===== config.mk =====
export PLATFORM = sky130hd
export DESIGN_NAME = opl3_reg_top
export DESIGN_NICKNAME = d
export VERILOG_FILES = /design/src/design/opl3_reg_pkg.sv /design/src/design/pipeline_sr.sv /design/src/design/mem_simple_dual_port.sv /design/src/design/mem_multi_bank.sv /design/src/design/wb_reg_port.sv /design/src/design/operator_scan.sv /design/src/design/opl3_reg_top.sv
export SDC_FILE = /design/constraint.sdc
export NUM_CORES = 1
export LEC_CHECK = 0
export CAP_MARGIN = 0
export CORE_ASPECT_RATIO = 0.6
export CORE_MARGIN = 8
export CORE_UTILIZATION = 55
export CTS_CLUSTER_DIAMETER = 120
export DETAILED_ROUTE_END_ITERATION = 10
export DONT_BUFFER_PORTS = 1
export GPL_TIMING_DRIVEN = 1
export PLACE_DENSITY = 0.7
export SLEW_MARGIN = 20
export SYNTH_ARGS = -nofsm -noshare
export SYNTH_HDL_FRONTEND = slang
export SYNTH_HIERARCHICAL = 1
export SYNTH_SLANG_ARGS = --single-unit
export TNS_END_PERCENT = 10

===== constraint.sdc =====
create_clock -name clk -period 2.65 [get_ports clk]
set_input_delay 0.3975 -clock clk [delete_from_list [all_inputs] [get_ports clk]]
set_output_delay 0.3975 -clock clk [all_outputs]
set_load 0.02 [all_outputs]

===== src/design/opl3_reg_pkg.sv =====
`default_nettype none

// shared widths and sizes of the OPL3 register store.
package opl3_reg_pkg;
    localparam int data_w = 8;           // each register holds one byte.
    localparam int depth = 32;           // register slots in one bank.
    localparam int num_banks = 2;        // the two halves of the OPL3 register map.
    localparam int read_delay = 2;       // registered read stages in every bank.

    // one register value.
    typedef logic [data_w-1:0] data_t;

    // slot address inside a bank.
    typedef logic [$clog2(depth)-1:0] slot_t;

    // bank number, one bit for two banks.
    typedef logic [$clog2(num_banks)-1:0] bank_t;

    // host word address, the bank sits above the slot bits.
    typedef logic [$bits(bank_t)+$bits(slot_t)-1:0] wb_adr_t;

    // power-up contents of every register.
    localparam data_t default_value = '0;
endpackage

`default_nettype wire


===== src/design/pipeline_sr.sv =====
`timescale 1ns/100ps
`default_nettype none

// delays a small value by up to ENDING_CYCLE clocks.
// every stage is visible so the caller picks the tap for its own latency.
module pipeline_sr #(
    parameter int DATA_WIDTH = 1,
    parameter int ENDING_CYCLE = 1
) (
    input  logic                                  clk,
    input  logic                                  rst_n,
    input  logic [DATA_WIDTH-1:0]                 in,
    output logic [ENDING_CYCLE:1][DATA_WIDTH-1:0] out  // out[n] is in delayed by n clocks.
);
    always_ff @(posedge clk or negedge rst_n) begin
        if (!rst_n) begin
            out <= '0;                                  // empty pipeline after reset.
        end else begin
            out[1] <= in;                               // first stage samples the input.
            for (int k = 2; k <= ENDING_CYCLE; k++) begin
                out[k] <= out[k-1];                     // later stages shift along.
            end
        end
    end
endmodule

`default_nettype wire


===== src/design/mem_simple_dual_port.sv =====
`timescale 1ns/100ps
`default_nettype none

// one register bank with a write port a and a read port b on one clock.
module mem_simple_dual_port #(
    parameter int DATA_WIDTH = 8,
    parameter int DEPTH = 32,
    parameter int OUTPUT_DELAY = 2,     // 0, 1 or 2 registered read stages.
    parameter int DEFAULT_VALUE = 0
) (
    input  logic                clk,
    input  logic                wea,
    input  logic                reb,    // only matters with a registered read.
    input  opl3_reg_pkg::slot_t addra,
    input  opl3_reg_pkg::slot_t addrb,
    input  opl3_reg_pkg::data_t dia,
    output opl3_reg_pkg::data_t dob
);
    logic [DATA_WIDTH-1:0] ram [DEPTH];

    // the array powers up with the default register value.
    initial begin
        for (int k = 0; k < DEPTH; k++) begin
            ram[k] = DATA_WIDTH'(DEFAULT_VALUE);
        end
    end

    always_ff @(posedge clk) begin
        if (wea) ram[addra] <= dia;     // port a only writes.
    end

    // the read below sees the old word when both ports hit one slot.
    if (OUTPUT_DELAY == 0) begin : g_comb_read
        always_comb dob = ram[addrb];   // asynchronous read, no latency.
    end else if (OUTPUT_DELAY == 1) begin : g_one_stage
        always_ff @(posedge clk) begin
            if (reb) dob <= ram[addrb]; // holds the last word between reads.
        end
    end else begin : g_two_stage
        opl3_reg_pkg::data_t rd_q;      // first read stage.
        logic                rd_q_vld;  // first stage holds a fresh word.

        always_ff @(posedge clk) begin
            rd_q_vld <= reb;
            if (reb) rd_q <= ram[addrb];
            if (rd_q_vld) dob <= rd_q;  // the output stage follows a valid first stage.
        end
    end
endmodule

`default_nettype wire


===== src/design/mem_multi_bank.sv =====
`timescale 1ns/100ps
`default_nettype none

// several dual-port banks behind one write port and one read port.
// the bank number picks which array writes or reads.
module mem_multi_bank #(
    parameter int DATA_WIDTH = 8,
    parameter int DEPTH = 32,
    parameter int OUTPUT_DELAY = 2,     // read latency of every bank.
    parameter int DEFAULT_VALUE = 0,
    parameter int NUM_BANKS = 2
) (
    input  logic                clk,
    input  logic                rst_n,
    input  logic                wea,
    input  logic                reb,
    input  opl3_reg_pkg::bank_t banka,
    input  opl3_reg_pkg::slot_t addra,
    input  opl3_reg_pkg::bank_t bankb,
    input  opl3_reg_pkg::slot_t addrb,
    input  opl3_reg_pkg::data_t dia,
    output opl3_reg_pkg::data_t dob
);
    localparam int bank_w = $bits(opl3_reg_pkg::bank_t);

    logic [NUM_BANKS-1:0]  wea_bank;                // one write enable per bank.
    logic [NUM_BANKS-1:0]  reb_bank;                // one read enable per bank.
    logic [DATA_WIDTH-1:0] dob_bank [NUM_BANKS];    // raw output of each bank.

    for (genvar i = 0; i < NUM_BANKS; i++) begin : g_bank
        // only the addressed bank sees its enable.
        assign wea_bank[i] = wea && (banka == bank_w'(i));
        assign reb_bank[i] = reb && (bankb == bank_w'(i));

        mem_simple_dual_port #(
            .DATA_WIDTH   (DATA_WIDTH),
            .DEPTH        (DEPTH),
            .OUTPUT_DELAY (OUTPUT_DELAY),
            .DEFAULT_VALUE(DEFAULT_VALUE)
        ) u_bank (
            .clk  (clk),
            .wea  (wea_bank[i]),
            .reb  (reb_bank[i]),
            .addra(addra),          // address and data are shared by all banks.
            .addrb(addrb),
            .dia  (dia),
            .dob  (dob_bank[i])
        );
    end

    if (OUTPUT_DELAY == 0) begin : g_sel_now
        assign dob = dob_bank[bankb];   // data comes back in the same cycle.
    end else begin : g_sel_late
        logic [OUTPUT_DELAY:1][bank_w-1:0] bankb_p; // bank number of reads in flight.

        // the bank number travels with the read so back-to-back reads from
        // different banks each select their own array.
        pipeline_sr #(
            .DATA_WIDTH  (bank_w),
            .ENDING_CYCLE(OUTPUT_DELAY)
        ) u_bankb_sr (
            .clk  (clk),
            .rst_n(rst_n),
            .in   (bankb),
            .out  (bankb_p)
        );

        assign dob = dob_bank[bankb_p[OUTPUT_DELAY]];
    end
endmodule

`default_nettype wire


===== src/design/wb_reg_port.sv =====
`timescale 1ns/100ps
`default_nettype none

// Wishbone classic slave that turns host cycles into register writes.
// every request gets exactly one ack cycle, one clock after it is seen.
module wb_reg_port (
    input  logic                  clk,
    input  logic                  rst_n,
    input  logic                  wb_cyc,
    input  logic                  wb_stb,
    input  logic                  wb_we,
    input  opl3_reg_pkg::wb_adr_t wb_adr,
    input  opl3_reg_pkg::data_t   wb_dat_w,
    output logic                  wb_ack,
    output opl3_reg_pkg::data_t   wb_dat_r,
    output logic                  wr_en,    // one-cycle write pulse, aligned with ack.
    output opl3_reg_pkg::bank_t   wr_bank,
    output opl3_reg_pkg::slot_t   wr_slot,
    output opl3_reg_pkg::data_t   wr_data
);
    localparam int slot_w = $bits(opl3_reg_pkg::slot_t);

    typedef enum logic {
        st_idle,                            // waiting for a request.
        st_ack                              // acknowledging the captured request.
    } state_t;

    state_t                state;
    logic                  req_take;        // a request is accepted this cycle.
    logic                  we_q;            // captured cycle was a write.
    opl3_reg_pkg::wb_adr_t adr_q;
    opl3_reg_pkg::data_t   dat_q;

    // no new request is taken during the ack cycle.
    assign req_take = (state == st_idle) && wb_cyc && wb_stb;

    always_ff @(posedge clk or negedge rst_n) begin
        if (!rst_n) begin
            state <= st_idle;
            we_q  <= 1'b0;
        end else begin
            case (state)
                st_idle: if (req_take) begin
                    state <= st_ack;
                    we_q  <= wb_we;
                end
                st_ack:  state <= st_idle;  // ack lasts one cycle only.
                default: state <= st_idle;
            endcase
        end
    end

    // address and write data are captured with the request.
    always_ff @(posedge clk) begin
        if (req_take) begin
            adr_q <= wb_adr;
            dat_q <= wb_dat_w;
        end
    end

    assign wb_ack   = (state == st_ack);
    assign wr_en    = wb_ack && we_q;       // the memory updates on the edge after ack.
    assign wr_bank  = adr_q[slot_w +: $bits(opl3_reg_pkg::bank_t)];  // top address bit.
    assign wr_slot  = adr_q[slot_w-1:0];
    assign wr_data  = dat_q;
    assign wb_dat_r = '0;                   // the read port belongs to the scanner.
endmodule

`default_nettype wire


===== src/design/operator_scan.sv =====
`timescale 1ns/100ps
`default_nettype none

// free-running sweep over every slot of every bank.
// each returning read is tagged with the bank and slot it came from.
module operator_scan (
    input  logic                clk,
    input  logic                rst_n,
    input  logic                run,        // scanning proceeds while high.
    output logic                rd_en,
    output opl3_reg_pkg::bank_t rd_bank,
    output opl3_reg_pkg::slot_t rd_slot,
    input  opl3_reg_pkg::data_t rd_data,
    output logic                op_valid,
    output opl3_reg_pkg::bank_t op_bank,
    output opl3_reg_pkg::slot_t op_slot,
    output opl3_reg_pkg::data_t op_data
);
    localparam int dly = opl3_reg_pkg::read_delay;
    localparam int tag_w = 1 + $bits(opl3_reg_pkg::bank_t) + $bits(opl3_reg_pkg::slot_t);

    opl3_reg_pkg::bank_t          scan_bank;    // bank of the next read.
    opl3_reg_pkg::slot_t          scan_slot;    // slot of the next read.
    logic [dly:1][tag_w-1:0]      tag_p;        // valid flag and tag of reads in flight.

    // the counter moves one slot per issued read and carries into the bank.
    always_ff @(posedge clk or negedge rst_n) begin
        if (!rst_n) begin
            scan_bank <= '0;
            scan_slot <= '0;
        end else if (run) begin
            if (scan_slot == opl3_reg_pkg::slot_t'(opl3_reg_pkg::depth - 1)) begin
                scan_slot <= '0;
                if (scan_bank == opl3_reg_pkg::bank_t'(opl3_reg_pkg::num_banks - 1))
                    scan_bank <= '0;                        // wrap after the last bank.
                else
                    scan_bank <= scan_bank + 1'b1;
            end else begin
                scan_slot <= scan_slot + 1'b1;
            end
        end
    end

    // a read goes out in every cycle that run is high, so it stops at once.
    assign rd_en   = run;
    assign rd_bank = scan_bank;
    assign rd_slot = scan_slot;

    // the tag waits as long as the memory does.
    pipeline_sr #(
        .DATA_WIDTH  (tag_w),
        .ENDING_CYCLE(dly)
    ) u_tag_sr (
        .clk  (clk),
        .rst_n(rst_n),
        .in   ({rd_en, rd_bank, rd_slot}),
        .out  (tag_p)
    );

    assign {op_valid, op_bank, op_slot} = tag_p[dly];
    assign op_data = rd_data;               // lines up with the delayed tag.
endmodule

`default_nettype wire


===== src/design/opl3_reg_top.sv =====
`timescale 1ns/100ps
`default_nettype none

// register store of the FM core: host port, two-bank memory and scanner.
module opl3_reg_top (
    input  logic                  clk,
    input  logic                  rst_n,
    input  logic                  wb_cyc,
    input  logic                  wb_stb,
    input  logic                  wb_we,
    input  opl3_reg_pkg::wb_adr_t wb_adr,
    input  opl3_reg_pkg::data_t   wb_dat_w,
    output logic                  wb_ack,
    output opl3_reg_pkg::data_t   wb_dat_r,
    input  logic                  run,
    output logic                  op_valid,
    output opl3_reg_pkg::bank_t   op_bank,
    output opl3_reg_pkg::slot_t   op_slot,
    output opl3_reg_pkg::data_t   op_data
);
    logic                wr_en;     // host write path.
    opl3_reg_pkg::bank_t wr_bank;
    opl3_reg_pkg::slot_t wr_slot;
    opl3_reg_pkg::data_t wr_data;
    logic                rd_en;     // scanner read path.
    opl3_reg_pkg::bank_t rd_bank;
    opl3_reg_pkg::slot_t rd_slot;
    opl3_reg_pkg::data_t rd_data;

    wb_reg_port u_wb_reg_port (
        .clk(clk), .rst_n(rst_n), .wb_cyc(wb_cyc), .wb_stb(wb_stb), .wb_we(wb_we),
        .wb_adr(wb_adr), .wb_dat_w(wb_dat_w), .wb_ack(wb_ack), .wb_dat_r(wb_dat_r),
        .wr_en(wr_en), .wr_bank(wr_bank), .wr_slot(wr_slot), .wr_data(wr_data)
    );

    mem_multi_bank #(
        .DATA_WIDTH(opl3_reg_pkg::data_w), .DEPTH(opl3_reg_pkg::depth),
        .OUTPUT_DELAY(opl3_reg_pkg::read_delay),
        .DEFAULT_VALUE(int'(opl3_reg_pkg::default_value)),
        .NUM_BANKS(opl3_reg_pkg::num_banks)
    ) u_regs (
        .clk(clk), .rst_n(rst_n), .wea(wr_en), .reb(rd_en), .banka(wr_bank),
        .addra(wr_slot), .bankb(rd_bank), .addrb(rd_slot), .dia(wr_data), .dob(rd_data)
    );

    operator_scan u_operator_scan (
        .clk(clk), .rst_n(rst_n), .run(run), .rd_en(rd_en), .rd_bank(rd_bank),
        .rd_slot(rd_slot), .rd_data(rd_data), .op_valid(op_valid), .op_bank(op_bank),
        .op_slot(op_slot), .op_data(op_data)
    );
endmodule

`default_nettype wire


Word-level counts from Yosys, hierarchy flattened

Memories as Yosys holds them, arrays and structs flattened. A register that Yosys moved wholly into a read port is not among the register bits.
Index checks and enable logic that the tools add are counted.

Memories kept: 2
Input port bits: 20
Output and inout port bits: 24
RAM bits: 512
Bits in registers: 56

Reductions and logical operators: 9
Equality and inequality tests: 1
Bitwise logic cells: 4
Add/sub/neg operators: 2
$lt $le $gt $ge: 1
Mux-type cells: 11

Memory list:

| name                        | words | bits a word | read ports | clocked after memory_dff | write ports | RTL line                   | RTL |
|---|---|---|---|---|---|---|---|
| u_regs.g_bank[0].u_bank.ram | 32    | 8           | 1          | 1                        | 1           | mem_simple_dual_port.sv:19 | `logic [DATA_WIDTH-1:0] ram [DEPTH];` |
| u_regs.g_bank[1].u_bank.ram | 32    | 8           | 1          | 1                        | 1           | mem_simple_dual_port.sv:19 |  |

Operators by type and width:

| operator              | count |
|---|---|
| $mux W8               | 3 |
| $logic_and A1 B1 Y1   | 7 |
| $mux W1               | 6 |
| $add A5 B1 Y5 const B | 1 |
| $eq A5 B5 Y1 const B  | 1 |
| $mux W5               | 1 |
| $reduce_and A2 Y1     | 2 |
| $not A1 Y1            | 3 |
| $ge A2 B2 Y1 const B  | 1 |
| $not A1 Y2            | 1 |
| $pmux W1 S2           | 1 |
| $add A1 B1 Y1 const B | 1 |

Logic depth before layout (Yosys ltp)

Word-level depth: 5
Mapped depth: 6
Gate-level depth less buffers: 6

Hierarchy

Netlist, hierarchy kept.

Modules (own cells, without submodules):

| module                                     | cells an instance | area each (um2) | times used |
|---|---|---|---|
| mem_simple_dual_port                       | 426               | 10393.7         | 2 |
| wb_reg_port                                | 29                | 573.0           | 1 |
| operator_scan                              | 32                | 351.6           | 1 |
| pipeline_sr (u_operator_scan.u_tag_sr)     | 14                | 350.3           | 1 |
| mem_multi_bank                             | 13                | 156.4           | 1 |
| pipeline_sr (u_regs.g_sel_late.u_bankb_sr) | 2                 | 50.0            | 1 |

Worst setup path after synthesis

No wires, ideal clock.

Kind: reg2reg
Start: register u_operator_scan.scan_slot[2], in the netlist u_operator_scan/rd_slot[2]
End: register u_regs.g_bank[0].u_bank.g_two_stage.rd_q[0], read port of u_regs.g_bank[0].u_bank.ram (data pin)
Data required time: 2.390 ns
Path slack: 0.279 ns
Arrival: 2.111 ns
Period minus slack after synthesis: 2.371 ns
Library setup time: 0.260 ns
Cell stages (with the launch flop): 6
Path through: dfrtp_1 > clkbuf_1 > clkbuf_1 > mux4_2 > mux4_2 > mux2_2

RTL lines:

| what                   | RTL line                   | RTL |
|---|---|---|
| from (decl)            | operator_scan.sv:23        | `opl3_reg_pkg::slot_t scan_slot;` |
| from (signal assigned) | operator_scan.sv:39        | `scan_slot <= scan_slot + 1'b1;` |
| to (decl)              | mem_simple_dual_port.sv:40 | `opl3_reg_pkg::data_t rd_q;` |

==> results.md <==
- Status: complete, no violations
- Antenna Cells: 0
- Register area share after synthesis: 78.1%
- Largest net degree at the start of global routing: 65
- FF-to-FF End: u_regs/g_bank[1].u_bank/g_two_stage.rd_q[6]
- Worst Tran Pin Value: 0.776 ns
- # Post-CTS Setup Buffers: 0
- CTS tree: built
- H-tree depth: 2
- Hold Path Class: in -> reg
- Min cycle time layout: 2.57 ns
- Total die area: 47400 sq um
- Synthesis-stage register bit count: 584
- Setup TNS: 0 ns
- Post-detailed-route count of antenna-violating nets: 0
- RR Startpoint: u_operator_scan/rd_slot[0]
- Warnings, synthesis: 6
- Row count: 57
- Max_cap viols: 0
- Total iterations of the first detailed-routing run: 5
- Slew HR: 48.3%
- Cells on worst reg2reg path: 5
- Tot Pwr: 22100 uW
- Fill count: 2637
- WL per Instance: 29.7 microns
- HPWL Detailed: 31000 microns
- Slew Limit Fails: 0
- Comb power frac: 19.0%
- Net count, final: 1094
- Gr usage total: 21.1%
- CP Launch Point: u_operator_scan/rd_slot[0]
- Die Span Y: 172 microns
- Startpoint class of the critical path: register
- CP peak stage delay: 0.58 ns
- Clock Power Share: 31.6%
- RSZ-0062 raised after global routing: false
- Syn avg cell area: 23.6 sq um
- GRT overflow: 0
- TritonCTS buffer count: 51
- Via count: 10200
- Area of the mapped netlist: 22300 sq um
- WS Path Type: reg -> reg
- Reg area: 17400 sq um
- Layout cells sized above 1: 34.1%
- Worst-path clk slew: 0.06 ns
- IO Pins: 44
- Port Buffers: 0
- Int Pwr: 16500 uW
- Count of final hold-check violations: 0
- Initial antenna violation count: 2
- DRC marker count from the first detailed-route iteration: 1286
- Required @ worst endpoint: 2.97 ns
- Initial core utilization: 55.4%
- Gpl congestion: 0.798
- Switching share of total power: 25.6%
- Clock Sinks: 584
- Multi-input combinational cell area: 4550 sq um
- Peak VDD IR: 0.000653 V
- Hold_sp: run
- Part of the power in registers: 49.4%
- Synth unique cells: 31
- Global-route wire length before repair: 71200 microns
- Worst skew pair latency: 0.58 ns
- Cells after synthesis: 942
- Leading cell types in the layout, fill and taps excluded: edfxtp_1, mux4_2, buf_4, nor2_1, clkbuf_16
- Area Growth Syn to Fin: 13.9%
- WHS Endpoint: u_operator_scan/rd_slot[3]
- Vias in the first global route: 10200
- Vias per cell: 6.22
- CP max FO: 21
- Chip Width: 276 microns
- Crit. End Element: register
- NetSw: 5660 uW
- Worst hold stages: 3
- Leakage: 0.00814 uW
- Pwr Density: 872 nW/um^2
- Flop2flop setup slack: 0.08 ns
- Setup Skew: 0.0145 ns
- Drt total wl: 48600 microns
- Period utilization: 97.0%
- CP arrival: 2.89 ns
- Clock tree root driver cell: clkbuf_16
- Critical path, cell by cell: buf_12 > buf_12 > mux4_2 > mux4_2 > mux2_2
- Core area: 40200 sq um
- Clock Tree Buf Depth: 3
- DRC Markers: 0
- Post-CTS resize count: 0
- Final Setup Violations: 0
- CP max-delay cell: mux4_2
- Max Freq: 389 MHz
- Leading cell type in the layout, fill and taps excluded: edfxtp_1
-- power groups by stage --
stage | clock (uW) | sequential, uW | combinational (uW)
CTS | 7110 | 10900 | 4200
global placement | 0 | 11100 | 4110
global route | 7470 | 11000 | 4420
floorplan | 0 | 10900 | 2910
detailed placement | 0 | 11100 | 4140
finish | 6980 | 10900 | 4210
-- stage by stage --
stage / hold slack, ns / instance area [sq um] / util (%) / setup WS, ns / std cells
finish: 0.0871 / 25400 / 63.0 / 0.0802 / 1639
global route: 0.0962 / 25400 / 63.0 / 0.0185 / 1639
CTS: 0.0678 / 25400 / 63.0 / 0.0995 / 1639
detailed placement: 0.103 / 23600 / 58.7 / 0.103 / 1530
global placement: 0.103 / 23600 / 58.7 / 0.105 / 1530
floorplan: 0.102 / 22300 / - / 0.279 / 949
-- state kept, by name (all words and copies together), names as in the netlist --
register,cells
u_wb_reg_port/adr_q,6
u_regs/g_bank.u_bank/dob,16
u_regs/g_bank.u_bank/ram,512
u_regs/g_bank.u_bank/g_two_stage.rd_q_vld,2
u_wb_reg_port/we_q,1
u_regs/g_sel_late.u_bankb_sr/out,2
u_operator_scan/rd_bank,1
u_operator_scan/u_tag_sr/out,14
u_regs/g_bank.u_bank/g_two_stage.rd_q,16
u_wb_reg_port/wb_ack,1
u_wb_reg_port/wr_data,8
u_operator_scan/rd_slot,5
-- cells by family (layout without fill, tap and decap cells) --
family,count (synthesis),count (layout),share of synthesized area (%)
compound gates,3,3,0.101
xor+xnor,1,1,0.0393
fa+ha+maj,2,2,0.112
buf+inv,58,217,1.58
flops,584,584,78.1
mux,188,188,17.7
other cells,1,8,0.0168
simple gates,105,105,2.29
-- synth_stat cells (all sizes together) --
cell / number / share of area [%]
and2: 3 / 0.084
and3: 1 / 0.028
and3b: 2 / 0.079
buf: 46 / 1.4
clkbuf: 12 / 0.20
conb: 1 / 0.017
dfrtp: 24 / 2.7
dfxtp: 2 / 0.18
edfxtp: 558 / 75
ha: 2 / 0.11
mux2: 27 / 1.5
mux2i: 1 / 0.045
mux4: 160 / 16
nand2: 4 / 0.067
nand2b: 2 / 0.067
nand3: 6 / 0.13
nand3b: 10 / 0.34
nand4: 1 / 0.028
nor2: 66 / 1.1
nor2b: 2 / 0.056
o21ai: 2 / 0.045
o31ai: 1 / 0.056
or3: 2 / 0.056
or3b: 6 / 0.24
xnor2: 1 / 0.039
-- timing repair --
action                                  4_1_cts  5_1_grt
hold buffers                                 20        0
endpoints found under the setup margin        0        0
endpoints found under the hold margin        46        0
-- how the worst max path moves through the flow --
stage	endpoint	slack, ns
after CTS	u_regs/g_bank[1].u_bank/g_two_stage.rd_q[6]	0.1
after detailed placement	u_regs/g_bank[1].u_bank/g_two_stage.rd_q[6]	0.10
after floorplan	u_regs/g_bank[0].u_bank/g_two_stage.rd_q[0]	0.28
final	u_regs/g_bank[1].u_bank/g_two_stage.rd_q[6]	0.08
after global routing	u_regs/g_bank[1].u_bank/g_two_stage.rd_q[6]	0.02
after global placement	u_regs/g_bank[1].u_bank/g_two_stage.rd_q[6]	0.10
-- area by class of cell --
cell class,count,share of cell area (%)
clock buffers,64,5.53
clock inverters,25,0.558
multi-input cells,307,17.9
flip-flops and latches,584,68.6
well taps,531,2.62
repair buffers,128,4.72
-- critical path, delay by kind of cell (launching register included) --
kind / cells / cell delay (ns)
buf+inv: 2 / 0.42
mux: 3 / 1.43
flops: 1 / 0.45
-- per-layer routing --
metal	track usage (%)	routed length, microns	vias to the layer above
met5	0	0	-
li1	-	-	4195
met4	3.54	597	0
met1	33.4	21600	5388
met3	8.25	6600	62
met2	27.8	19800	552
Power figures use the tool's default switching activity.
